`src/common/fb_pkg.sv`:
```
// Frame-buffer controller constants and shared vector types.
package fb_pkg;

    // ------------------------------------------------------------
    // Burst format
    // ------------------------------------------------------------
    localparam int DATA_W      = 32;                   // Beat and pixel word width.
    localparam int BURST_LEN   = 16;                   // Beats per INCR burst.
    localparam int BURST_BYTES = BURST_LEN * DATA_W / 8;

    // ------------------------------------------------------------
    // Buffer region
    // ------------------------------------------------------------
    localparam int NUM_SLOTS  = 4;
    localparam int SLOT_IDX_W = $clog2(NUM_SLOTS);
    localparam int SLOT_BITS  = 12;                    // 4 KiB per slot.

    localparam logic [31:0] BASE_ADDR = 32'h1000_0000;
    localparam int DEFAULT_FRAME_BYTES = 1000;         // Used when the configured size is zero.

    // ------------------------------------------------------------
    // FIFO and timing
    // ------------------------------------------------------------
    localparam int FIFO_DEPTH = 64;
    localparam int FIFO_CNT_W = $clog2(FIFO_DEPTH) + 1;

    localparam int RD_START_DELAY  = 16;               // Cycles from restart to first AR.
    localparam int DLY_CNT_W       = $clog2(RD_START_DELAY + 1);
    localparam int EOF_HOLD_CYCLES = 2;

    typedef logic [DATA_W-1:0]     data_t;
    typedef logic [31:0]           addr_t;
    typedef logic [SLOT_BITS-1:0]  offs_t;
    typedef logic [SLOT_IDX_W-1:0] slot_t;
    typedef logic [FIFO_CNT_W-1:0] fcnt_t;

endpackage

```
`src/design/frame_fifo.sv`:
```
// Synchronous show-ahead FIFO with burst-sized low and high thresholds.
`timescale 1ns/1ps

module frame_fifo (
    input  logic          axi_clk,
    input  logic          r_rfifo_rst,
    input  logic          clear_i,
    input  logic          push_i,
    input  fb_pkg::data_t push_data_i,
    input  logic          pop_i,
    output fb_pkg::data_t head_o,
    output logic          empty_o,
    output logic          below_burst_o,
    output logic          no_room_o
);
    import fb_pkg::*;

    data_t                         mem [FIFO_DEPTH];
    logic [$clog2(FIFO_DEPTH)-1:0] wr_ptr;
    logic [$clog2(FIFO_DEPTH)-1:0] rd_ptr;
    fcnt_t                         cnt;
    logic                          do_push;
    logic                          do_pop;

    assign do_push = push_i && (cnt != fcnt_t'(FIFO_DEPTH));   // Full drops the word.
    assign do_pop  = pop_i && (cnt != '0);

    always_ff @(posedge axi_clk or posedge r_rfifo_rst) begin
        if (r_rfifo_rst) begin
            wr_ptr <= '0;
            rd_ptr <= '0;
            cnt    <= '0;
        end else if (clear_i) begin
            wr_ptr <= '0;
            rd_ptr <= '0;
            cnt    <= '0;
        end else begin
            if (do_push)
                wr_ptr <= wr_ptr + 1'b1;
            if (do_pop)
                rd_ptr <= rd_ptr + 1'b1;
            cnt <= cnt + fcnt_t'(do_push) - fcnt_t'(do_pop);
        end
    end

    // Storage array.
    always_ff @(posedge axi_clk) begin
        if (do_push)
            mem[wr_ptr] <= push_data_i;
    end

    assign head_o        = mem[rd_ptr];                         // Show-ahead head word.
    assign empty_o       = (cnt == '0);
    assign below_burst_o = (cnt < fcnt_t'(BURST_LEN));
    assign no_room_o     = (cnt > fcnt_t'(FIFO_DEPTH - BURST_LEN)); // Less than a burst free.

endmodule

```
`src/buffer_sched/buffer_sched.sv`:
```
// Four-slot buffer rotation keeping the writer and the reader apart.
`timescale 1ns/1ps

module buffer_sched (
    input  logic          axi_clk,
    input  logic          r_rfifo_rst,
    input  logic          wr_frame_done_i,
    input  logic          rd_frame_adv_i,
    output fb_pkg::slot_t wr_slot_o,
    output fb_pkg::slot_t rd_slot_o
);
    import fb_pkg::*;

    slot_t wr_slot;
    slot_t rd_slot;
    slot_t last_done;      // Most recently completed write slot.
    slot_t wr_plus1;
    slot_t wr_next;

    // Skip over the slot the reader is using.
    assign wr_plus1 = wr_slot + 1'b1;
    assign wr_next  = (wr_plus1 == rd_slot) ? wr_slot + 2'd2 : wr_plus1;

    always_ff @(posedge axi_clk or posedge r_rfifo_rst) begin
        if (r_rfifo_rst) begin
            wr_slot   <= slot_t'(0);
            rd_slot   <= slot_t'(2);
            last_done <= slot_t'(0);
        end else begin
            case ({rd_frame_adv_i, wr_frame_done_i})
                2'b01: begin
                    last_done <= wr_slot;
                    wr_slot   <= wr_next;
                end
                2'b10: begin
                    rd_slot <= last_done;
                end
                2'b11: begin
                    rd_slot   <= wr_slot;     // Hand the frame just written to the reader.
                    last_done <= wr_slot;
                    wr_slot   <= wr_next;
                end
                default: ;
            endcase
        end
    end

    assign wr_slot_o = wr_slot;
    assign rd_slot_o = rd_slot;

endmodule

```
`src/axi_writer/axi_writer.sv`:
```
// AXI4 write engine that drains the pixel FIFO as fixed INCR bursts.
`timescale 1ns/1ps

module axi_writer (
    input  logic          axi_clk,
    input  logic          r_rfifo_rst,
    input  logic          wframe_vsync_i,
    input  fb_pkg::slot_t wr_slot_i,
    input  fb_pkg::data_t fifo_head_i,
    input  logic          fifo_empty_i,
    input  logic          fifo_below_burst_i,
    output logic          fifo_pop_o,
    output logic          fifo_clear_o,
    output logic          wr_frame_done_o,
    output fb_pkg::addr_t awaddr_o,
    output logic          awvalid_o,
    input  logic          awready_i,
    output fb_pkg::data_t wdata_o,
    output logic          wlast_o,
    output logic          wvalid_o,
    input  logic          wready_i
);
    import fb_pkg::*;

    typedef enum logic [1:0] {
        WR_IDLE,
        WR_DATA,
        WR_ADV,
        WR_EOF
    } wr_state_t;

    wr_state_t                    state;
    offs_t                        offset;       // Byte offset inside the slot.
    logic [$clog2(BURST_LEN)-1:0] beat_cnt;     // Also times the EOF hold.
    logic [1:0]                   vsync_sr;
    logic                         eof_pending;
    logic                         start_burst;

    // Full burst ready, or a partial one to flush at end of frame.
    assign start_burst = !fifo_below_burst_i || (eof_pending && !fifo_empty_i);

    // ------------------------------------------------------------
    // Write FSM
    // ------------------------------------------------------------
    always_ff @(posedge axi_clk or posedge r_rfifo_rst) begin
        if (r_rfifo_rst) begin
            state           <= WR_IDLE;
            offset          <= '0;
            beat_cnt        <= '0;
            vsync_sr        <= '0;
            eof_pending     <= 1'b0;
            awvalid_o       <= 1'b0;
            wvalid_o        <= 1'b0;
            wr_frame_done_o <= 1'b0;
            fifo_clear_o    <= 1'b0;
        end else begin
            vsync_sr        <= {vsync_sr[0], wframe_vsync_i};
            wr_frame_done_o <= 1'b0;
            fifo_clear_o    <= 1'b0;

            if (vsync_sr == 2'b10)
                eof_pending <= 1'b1;            // VSYNC fell.
            if (awvalid_o && awready_i)
                awvalid_o <= 1'b0;

            case (state)
                WR_IDLE: begin
                    beat_cnt <= '0;
                    if (start_burst) begin
                        awvalid_o <= 1'b1;
                        wvalid_o  <= 1'b1;
                        state     <= WR_DATA;
                    end else if (eof_pending) begin
                        wr_frame_done_o <= 1'b1;
                        fifo_clear_o    <= 1'b1;
                        offset          <= '0;
                        state           <= WR_EOF;
                    end
                end
                WR_DATA: begin
                    if (wready_i) begin
                        beat_cnt <= beat_cnt + 1'b1;
                        if (wlast_o) begin
                            wvalid_o <= 1'b0;
                            state    <= WR_ADV;
                        end
                    end
                end
                WR_ADV: begin
                    // Hold the address until AW has been taken.
                    if (!awvalid_o || awready_i) begin
                        offset <= offset + offs_t'(BURST_BYTES);
                        state  <= WR_IDLE;
                    end
                end
                WR_EOF: begin
                    eof_pending <= 1'b0;
                    beat_cnt    <= beat_cnt + 1'b1;
                    if (beat_cnt == EOF_HOLD_CYCLES - 1)
                        state <= WR_IDLE;
                end
                default: state <= WR_IDLE;
            endcase
        end
    end

    assign awaddr_o   = BASE_ADDR + (addr_t'(wr_slot_i) << SLOT_BITS) + addr_t'(offset);
    assign wdata_o    = fifo_empty_i ? '0 : fifo_head_i;   // Zero pad past the last word.
    assign wlast_o    = (beat_cnt == BURST_LEN - 1);
    assign fifo_pop_o = wvalid_o && wready_i;

endmodule

```
`src/axi_reader/axi_reader.sv`:
```
// AXI4 read engine that streams the last finished frame into the read FIFO.
`timescale 1ns/1ps

module axi_reader (
    input  logic          axi_clk,
    input  logic          r_rfifo_rst,
    input  logic          rframe_vsync_i,
    input  fb_pkg::addr_t cfg_frame_bytes_i,
    input  fb_pkg::slot_t rd_slot_i,
    input  logic          fifo_no_room_i,
    output logic          fifo_push_o,
    output fb_pkg::data_t fifo_push_data_o,
    output logic          fifo_clear_o,
    output logic          rd_frame_adv_o,
    output fb_pkg::addr_t araddr_o,
    output logic          arvalid_o,
    input  logic          arready_i,
    input  fb_pkg::data_t rdata_i,
    input  logic          rlast_i,
    input  logic          rvalid_i,
    output logic          rready_o
);
    import fb_pkg::*;

    typedef enum logic [1:0] {
        RD_IDLE,
        RD_ADDR,
        RD_DATA
    } rd_state_t;

    rd_state_t            state;
    offs_t                offset;
    logic [DLY_CNT_W-1:0] dly_cnt;
    logic                 vsync_d;
    logic                 restart;
    addr_t                frame_cfg;
    addr_t                frame_aligned;
    addr_t                last_offs;

    // ------------------------------------------------------------
    // Frame size, rounded up to whole bursts
    // ------------------------------------------------------------
    assign frame_cfg = (cfg_frame_bytes_i != '0) ? cfg_frame_bytes_i
                                                 : addr_t'(DEFAULT_FRAME_BYTES);
    assign frame_aligned = (frame_cfg + addr_t'(BURST_BYTES - 1)) & ~addr_t'(BURST_BYTES - 1);
    assign last_offs     = frame_aligned - addr_t'(BURST_BYTES);

    // Restart on the falling edge of the display VSYNC.
    assign restart      = vsync_d && !rframe_vsync_i;
    assign fifo_clear_o = restart;

    always_ff @(posedge axi_clk or posedge r_rfifo_rst) begin
        if (r_rfifo_rst) begin
            vsync_d        <= 1'b0;
            rd_frame_adv_o <= 1'b0;
            dly_cnt        <= DLY_CNT_W'(RD_START_DELAY);
        end else begin
            vsync_d        <= rframe_vsync_i;
            rd_frame_adv_o <= restart;
            if (restart)
                dly_cnt <= DLY_CNT_W'(RD_START_DELAY);
            else if (dly_cnt != '0)
                dly_cnt <= dly_cnt - 1'b1;
        end
    end

    // ------------------------------------------------------------
    // AR FSM, one burst in flight
    // ------------------------------------------------------------
    always_ff @(posedge axi_clk or posedge r_rfifo_rst) begin
        if (r_rfifo_rst) begin
            state     <= RD_IDLE;
            offset    <= '0;
            arvalid_o <= 1'b0;
        end else begin
            case (state)
                RD_IDLE: begin
                    // The push check covers the last beat still on its way in.
                    if (dly_cnt == '0 && !fifo_no_room_i && !fifo_push_o &&
                        frame_aligned != '0) begin
                        arvalid_o <= 1'b1;
                        state     <= RD_ADDR;
                    end
                end
                RD_ADDR: begin
                    if (arready_i) begin
                        arvalid_o <= 1'b0;
                        state     <= RD_DATA;
                        if (addr_t'(offset) >= last_offs)
                            offset <= '0;                      // Wrap at frame end.
                        else
                            offset <= offset + offs_t'(BURST_BYTES);
                    end
                end
                RD_DATA: begin
                    if (rvalid_i && rlast_i)
                        state <= RD_IDLE;
                end
                default: state <= RD_IDLE;
            endcase
            if (restart)
                offset <= '0;
        end
    end

    assign araddr_o = BASE_ADDR + (addr_t'(rd_slot_i) << SLOT_BITS) + addr_t'(offset);
    assign rready_o = 1'b1;

    // R beats go into the FIFO one cycle later.
    always_ff @(posedge axi_clk or posedge r_rfifo_rst) begin
        if (r_rfifo_rst)
            fifo_push_o <= 1'b0;
        else
            fifo_push_o <= rvalid_i;
    end

    always_ff @(posedge axi_clk) begin
        fifo_push_data_o <= rdata_i;
    end

endmodule

```
`src/design/fb_ctrl_top.sv`:
```
// Frame-buffer controller top: pixel FIFOs, slot scheduler and AXI4 engines.
`timescale 1ns/1ps

module fb_ctrl_top (
    input  logic          axi_clk,
    input  logic          r_rfifo_rst,
    input  logic          wframe_vsync_i,
    input  logic          wframe_data_en_i,
    input  fb_pkg::data_t wframe_data_i,
    input  logic          rframe_vsync_i,
    input  logic          rframe_data_en_i,
    output fb_pkg::data_t rframe_data_o,
    output logic          rframe_empty_o,
    input  fb_pkg::addr_t cfg_frame_bytes_i,
    output fb_pkg::addr_t awaddr_o,
    output logic          awvalid_o,
    input  logic          awready_i,
    output fb_pkg::data_t wdata_o,
    output logic          wlast_o,
    output logic          wvalid_o,
    input  logic          wready_i,
    output fb_pkg::addr_t araddr_o,
    output logic          arvalid_o,
    input  logic          arready_i,
    input  fb_pkg::data_t rdata_i,
    input  logic          rlast_i,
    input  logic          rvalid_i,
    output logic          rready_o
);
    import fb_pkg::*;

    data_t wr_fifo_head;
    logic  wr_fifo_empty;
    logic  wr_fifo_below_burst;
    logic  wr_fifo_pop;
    logic  wr_fifo_clear;
    logic  rd_fifo_push;
    data_t rd_fifo_push_data;
    logic  rd_fifo_clear;
    logic  rd_fifo_no_room;
    logic  wr_frame_done;
    logic  rd_frame_adv;
    slot_t wr_slot;
    slot_t rd_slot;

    // ------------------------------------------------------------
    // Write path
    // ------------------------------------------------------------
    frame_fifo wr_fifo_inst (
        .axi_clk       (axi_clk),
        .r_rfifo_rst   (r_rfifo_rst),
        .clear_i       (wr_fifo_clear),
        .push_i        (wframe_data_en_i),
        .push_data_i   (wframe_data_i),
        .pop_i         (wr_fifo_pop),
        .head_o        (wr_fifo_head),
        .empty_o       (wr_fifo_empty),
        .below_burst_o (wr_fifo_below_burst),
        .no_room_o     ()
    );

    axi_writer axi_writer_inst (
        .axi_clk            (axi_clk),
        .r_rfifo_rst        (r_rfifo_rst),
        .wframe_vsync_i     (wframe_vsync_i),
        .wr_slot_i          (wr_slot),
        .fifo_head_i        (wr_fifo_head),
        .fifo_empty_i       (wr_fifo_empty),
        .fifo_below_burst_i (wr_fifo_below_burst),
        .fifo_pop_o         (wr_fifo_pop),
        .fifo_clear_o       (wr_fifo_clear),
        .wr_frame_done_o    (wr_frame_done),
        .awaddr_o           (awaddr_o),
        .awvalid_o          (awvalid_o),
        .awready_i          (awready_i),
        .wdata_o            (wdata_o),
        .wlast_o            (wlast_o),
        .wvalid_o           (wvalid_o),
        .wready_i           (wready_i)
    );

    buffer_sched buffer_sched_inst (
        .axi_clk         (axi_clk),
        .r_rfifo_rst     (r_rfifo_rst),
        .wr_frame_done_i (wr_frame_done),
        .rd_frame_adv_i  (rd_frame_adv),
        .wr_slot_o       (wr_slot),
        .rd_slot_o       (rd_slot)
    );

    // ------------------------------------------------------------
    // Read path
    // ------------------------------------------------------------
    axi_reader axi_reader_inst (
        .axi_clk           (axi_clk),
        .r_rfifo_rst       (r_rfifo_rst),
        .rframe_vsync_i    (rframe_vsync_i),
        .cfg_frame_bytes_i (cfg_frame_bytes_i),
        .rd_slot_i         (rd_slot),
        .fifo_no_room_i    (rd_fifo_no_room),
        .fifo_push_o       (rd_fifo_push),
        .fifo_push_data_o  (rd_fifo_push_data),
        .fifo_clear_o      (rd_fifo_clear),
        .rd_frame_adv_o    (rd_frame_adv),
        .araddr_o          (araddr_o),
        .arvalid_o         (arvalid_o),
        .arready_i         (arready_i),
        .rdata_i           (rdata_i),
        .rlast_i           (rlast_i),
        .rvalid_i          (rvalid_i),
        .rready_o          (rready_o)
    );

    frame_fifo rd_fifo_inst (
        .axi_clk       (axi_clk),
        .r_rfifo_rst   (r_rfifo_rst),
        .clear_i       (rd_fifo_clear),
        .push_i        (rd_fifo_push),
        .push_data_i   (rd_fifo_push_data),
        .pop_i         (rframe_data_en_i),     // Ignored while empty.
        .head_o        (rframe_data_o),
        .empty_o       (rframe_empty_o),
        .below_burst_o (),
        .no_room_o     (rd_fifo_no_room)
    );

endmodule

```
`config.mk`:
```
export PLATFORM = sky130hd
export DESIGN_NAME = fb_ctrl_top
export DESIGN_NICKNAME = d
export VERILOG_FILES = /design/src/common/fb_pkg.sv /design/src/design/frame_fifo.sv /design/src/buffer_sched/buffer_sched.sv /design/src/axi_writer/axi_writer.sv /design/src/axi_reader/axi_reader.sv /design/src/design/fb_ctrl_top.sv
export SDC_FILE = /design/constraint.sdc
export NUM_CORES = 2
export LEC_CHECK = 0
export ABC_CLOCK_PERIOD_IN_PS = 3800
export BUFFER_PORTS_ARGS = -buffer_cell sky130_fd_sc_hd__buf_2
export CAP_MARGIN = 20
export CORE_ASPECT_RATIO = 1.2
export CORE_MARGIN = 2
export CORE_UTILIZATION = 50
export DETAILED_ROUTE_END_ITERATION = 16
export GPL_TIMING_DRIVEN = 0
export PLACE_DENSITY = 0.73
export SLEW_MARGIN = 20
export SYNTH_ARGS = -nofsm -noshare
export SYNTH_HDL_FRONTEND = slang
export SYNTH_SLANG_ARGS = --single-unit
```
`constraint.sdc`:
```
create_clock -name axi_clk -period 3.8 [get_ports axi_clk]
set_clock_uncertainty 0.1 [all_clocks]
set_input_delay 0.19 -clock axi_clk [delete_from_list [all_inputs] [get_ports axi_clk]]
set_output_delay 0.19 -clock axi_clk [all_outputs]
set_load 0.05 [all_outputs]
```
**Yosys cells after proc, flatten, opt, wreduce, memory -nomap -nowiden**

Memory sizes are Yosys's and may differ from the RTL's.
Cells that the tools add are included.

- Register bits after elaboration: 123
- Bits in writable memories: 4096
- Output and inout bits: 134
- Memories kept: 2

- Add/sub/neg operators: 20
- Magnitude comparators: 3
- Equality and inequality tests: 25
- Mux-type cells: 56
- Reductions and logical operators: 51

Memories:

| memory | words | bits a word | rd ports | clocked after Yosys merged registers in | wr ports | RTL line | RTL |
|---|---|---|---|---|---|---|---|
| rd_fifo_inst.mem | 64 | 32 | 1 | 0 | 1 | frame_fifo.sv:18 | `data_t mem [FIFO_DEPTH];` |
| wr_fifo_inst.mem | 64 | 32 | 1 | 0 | 1 | frame_fifo.sv:18 |  |

Operators with widths:

| cell | number |
|---|---|
| 2-to-1 mux 12 bit | 7 |
| adder 32 x 12 -> 32 bit | 2 |
| 2-to-1 mux 32 bit | 2 |
| nonzero test 32 bit | 2 |
| adder 29 x 14 -> 30 bit, first input constant | 2 |
| 2-to-1 mux 6 bit | 8 |
| adder 32 x 6 -> 32 bit, second input constant | 1 |
| >= comparator 12 x 32 -> 1 bit | 1 |
| subtractor 32 x 7 -> 32 bit, second input constant | 1 |
| adder 12 x 7 -> 12 bit, second input constant | 2 |
| adder 6 x 1 -> 6 bit, second input constant | 4 |
| case mux 12 bit (2 select lines) | 1 |
| nonzero test 2 bit | 12 |
| 2-to-1 mux 2 bit | 10 |
| 2-to-1 mux 1 bit | 17 |
| adder 7 x 1 -> 7 bit | 2 |
| zero test 7 bit | 2 |
| 2-to-1 mux 7 bit | 2 |
| != test 7 bit, second input constant | 2 |
| nonzero test 7 bit | 2 |
| subtractor 7 x 1 -> 7 bit | 2 |
| equality test 2 bit, second input constant | 6 |
| logical AND 1 bit | 12 |
| != test 2 x 1 -> 1 bit, second input constant | 6 |
| other kinds (30) | 47 |

**Logic depth before layout (Yosys ltp)**

- Depth after elaboration: 9
- Gate-level depth with buffers: 17
- Gate-level depth less buffers: 16

**By module**

A second synthesis with hierarchy kept.

- Cell total of the unflattened synthesis: 7746
- Area, all modules: 163867.2 µm²

By module, submodules not included:

| module | times used | cells each | area an instance (µm²) | seq. area each (µm²) |
|---|---|---|---|---|
| frame_fifo at rd_fifo_inst | 1 | 3640 | 79643.9 | 61974.4 |
| frame_fifo at wr_fifo_inst | 1 | 3608 | 79586.3 | 61974.4 |
| axi_reader | 1 | 317 | 2970.3 | 1067.3 |
| axi_writer | 1 | 160 | 1397.6 | 450.4 |
| buffer_sched | 1 | 21 | 269.0 | 151.4 |

**Worst setup path after synthesis**

No wires, ideal clock.

- Path type: reg-to-output
- From: register wr_fifo_inst.rd_ptr[0]
- To: output port wdata_o[28]
- Data arrival time: 3.613 ns
- Setup slack: -0.103 ns
- Stages on the path, launching flop included: 11
- Buffers on the path: 4
- Cells stage by stage: dfrtp_1 > clkbuf_1 > clkbuf_1 > buf_1 > buf_2 > mux2i_1 > o221ai_1 > o21ai_0 > a21oi_1 > a21oi_1 > a211oi_1

- Longest elaborated chain between the ends: 2

RTL lines:

| what | RTL line | RTL |
|---|---|---|
| start: declaration | frame_fifo.sv:20 | `logic [$clog2(FIFO_DEPTH)-1:0] rd_ptr;` |
| start signal: assignment | frame_fifo.sv:41 | `rd_ptr <= rd_ptr + 1'b1;` |
| memory (64 x 32 bit) | -- |  |
| 2-to-1 mux 32 bit | axi_writer.sv:108 | `assign wdata_o = fifo_empty_i ? '0 : fifo_head_i;` |
| end: declaration | fb_ctrl_top.sv:18 | `output fb_pkg::data_t wdata_o,` |

Every way passes these cells.

**Worst setup path after layout**

- From: register wr_fifo_inst.rd_ptr[3]
- To: output port wdata_o[25]

The elaborated chain is that of the path after synthesis.

==> flow_metrics.py <==
metrics = {
    "grt": {
        "gr-total-overflow": 0,
        "grt_pass1_wl_um": 666000,
        "grt_pass1_vias": 92016,
        "grt_max_degree": 65,
        "antenna_found_initial": 17,
        "grt.total_usage": 0.281,
    },
    "worst_setup_path": {
        "timing.reg2reg.setup_slack_ps": -140,
        "cp-start-kind": "flip-flop",
        "setup.worst_path.end_class": "output port",
        "cp_max_fo": 10,
        "critPathKind": "flip-flop to output port",
        "arrival_ps": 4050,
        "crit_required_ps": 3510,
    },
    "synthesis": {
        "ys_async_sr_fraction": 0.0188,
        "synth_compound_area_frac": 0.0560,
        "synth_mux_area_frac": 0.135,
        "synthTopCellsByArea": "edfxtp_1 (75%), mux4_2 (7.4%), mux2i_1 (6.1%), o221ai_1 (2.6%), dfrtp_1 (1.2%)",
        "synth-seq-area-share": 0.769,
        "yosysMostFrequentCell": "edfxtp_1",
        "syn_avg_cell_area_um2": 19.5,
        "synthXorXnorAreaFrac": 0.00294,
        "synth_edf_count": 4096,
        "yosysWarnings": 0,
        "yosysTopAreaCellShare": 0.753,
        "ys_top_cells_by_count": "edfxtp_1 (4096), mux2i_1 (990), mux4_2 (540)",
        "synth_top_family_by_area": "multiplexers",
        "synth_seq_cells": 4207,
        "synth_area_um2": 163000,
        "yosys.area_share.simple": 0.0184,
        "synth.distinct_cells": 70,
        "synth_cells": 8382,
        "ys.flop_type": "edfxtp_1",
        "synth_largest_area_cell": "edfxtp_1",
        "synth_adder_area_share": 0.00331,
    },
    "sta": {
        "fin_crit_sh": 1.14,
        "rsz0062_at_grt": "yes",
        "holdWs_ps": 88.9,
        "finalCriticalPeriod_ps": 4340,
        "setup_viol": 250,
        "tightest_slew_ps": 1550,
        "relSlewSlack": -0.0306,
        "fmax_mhz": 230,
        "tns_ps": -31010,
        "finalHoldViolations": 0,
        "slew_violations": 11,
        "fin_ws_ps": -541,
    },
    "status": {
        "status": "complete, but fails checks",
        "violations": "capacitance limit, slew limit, setup timing",
    },
    "route": {
        "viasPerCell": 6.72,
        "drc_errors": 0,
        "drtAntennaViolNets": 0,
        "top_layer": "met5",
        "dr.first_iter.drc_count": 14489,
        "drt-pass1-iter-count": 9,
        "routed_wl_um": 503000,
        "vias": 94959,
        "m1WireLength_um": 160000,
        "routed-wl-met2_um": 243000,
        "wire_per_inst_um": 35.6,
        "wl_met3_um": 58900,
    },
    "clock_tree": {
        "cts_root_buf": "clkbuf_16",
        "path_clk_slew_ps": 70,
        "numCtsBuffers": 397,
        "worstSkewPairLatency_ps": 1000,
        "clockBufferDepth": 4,
        "clock-sinks": 4207,
        "htree_num_levels": 5,
        "cts_tree": "done",
    },
    "floorplan": {
        "die_area_um2": 331000,
        "fp.dieW_um": 526,
        "initial_core_util": 0.503,
        "rows": 229,
        "ios": 241,
        "die_height_um": 630,
        "core_area_um2": 325000,
    },
    "power": {
        "peakVddDrop_uv": 1630,
        "power_density_nw_per_um2": 764,
        "power.total_uw": 154000,
        "power_leakage_uw": 0.0654,
    },
    "job": {
        "maxCapViolCount": 1,
    },
    "layout": {
        "final-seq-area_um2": 126000,
        "layout.nets": 9656,
        "drive_gt1_frac": 0.320,
        "fillerInstances": 20774,
        "multi_input_area_um2": 42500,
        "area_growth_syn_to_layout_pct": 23.2,
    },
    "placed_design": {
        "dpl.hpwl_um": 300000,
        "pre_cts_slack_ps": -1790,
        "gp_congestion": 0.999,
        "io_buffers": 189,
    },
    "min_path": {
        "hold_path.class": "input pin to flip-flop",
    },
}
worst max-delay path, cell delays in order (launching register included):
cell and delay (ps):
dfrtp_2 520, inv_6 240, buf_2 550, o221ai_1 330, o22ai_1 280, a211oi_2 100, a211oi_4 640, a211oi_4 140
buf_6 240
worst paths after layout:
path                                        startpoint                          end  depth (start not counted)
setup reg to reg                   wr_fifo_inst.cnt[2]     wr_fifo_inst.mem[36][12]                          9
hold reg to reg            axi_writer_inst.vsync_sr[0]  axi_writer_inst.vsync_sr[1]                          0
hold / removal                                 rlast_i     axi_reader_inst.state[1]                          5
setup / recovery                wr_fifo_inst.rd_ptr[3]                  wdata_o[25]                          8
max in group asynchronous                  r_rfifo_rst       rd_fifo_inst.rd_ptr[5]                          5
min in group asynchronous                  r_rfifo_rst          wr_fifo_inst.cnt[0]                          4
through the flow:
step,instance area (µm²),utilization,std cells
global placement,170000,0.523,12891
global route,201000,0.620,14113
detailed placement,175000,0.539,13062
floorplan,164000,-,8429
CTS,196000,0.604,13940
finish,201000,0.620,14124
routing by layer:
layer / global-route usage / vias to the layer above
li1: - / 37070
met1: 0.334 / 48120
met3: 0.0640 / 1943
met2: 0.463 / 7808
met5: 0 / -
met4: 0.180 / 18
power by group:
| group | switching [µW] | internal (µW) | leakage [µW] |
|---|---|---|---|
| clock network | 17700 | 22300 | 0.00624 |
| registers | 820 | 52300 | 0.0381 |
| logic | 38000 | 22600 | 0.0211 |
| total | 56500 | 97200 | 0.0654 |
placed cells by master, fill, tap and decap left out, types with 148 or more instances in the layout:
cell type / Yosys / routed
nor2_4: 0 / 148
buf_4: 50 / 239
clkbuf_16: 0 / 426
edfxtp_1: 4096 / 4096
o221ai_1: 491 / 242
buf_12: 0 / 173
o22ai_1: 248 / 161
mux2i_1: 990 / 943
mux4_2: 540 / 540
o221ai_2: 0 / 228
nand2_1: 178 / 167
state kept, by name, indices dropped and copies added (netlist names), 6 cells and up:
signal	count
rd_fifo_inst.cnt	7
wr_fifo_inst.wr_ptr	6
rd_fifo_inst.wr_ptr	6
rd_fifo_inst.mem	2048
axi_reader_inst.offset	6
wr_fifo_inst.rd_ptr	6
axi_writer_inst.offset	6
rd_fifo_inst.rd_ptr	6
wr_fifo_inst.mem	2048
wr_fifo_inst.cnt	7
axi_reader_inst.fifo_push_data_o	32
area by class of cell:
cell class,count,share of cell area
antenna,13,0.000162
tap,4273,0.0266
timing repair buffer,687,0.0464
buffer,539,0.0262
multi-input combinational,3637,0.211
clock buffer,504,0.0523
clock inverter,226,0.0115
sequential,4207,0.625
inverter,38,0.000771
cell families after synthesis:
group | after synthesis
buffers and inverters | 586
flip-flops | 4207
XOR/XNOR | 54
other | 2
AO/OA/AOI/OAI | 1290
AND/OR/NAND/NOR | 667
multiplexers | 1534
adder cells (fa/ha/maj) | 42
what timing repair did:
item                                    4_1_cts  5_1_grt
pin swaps                                   188      283
endpoints found under the setup margin      473     1035
gates cloned                                 11       10
resized for setup                          1989      583
endpoints found under the hold margin      1907       64
hold buffers                                115        1
buffers inserted                             31      160
Power figures use the tool's default switching activity.
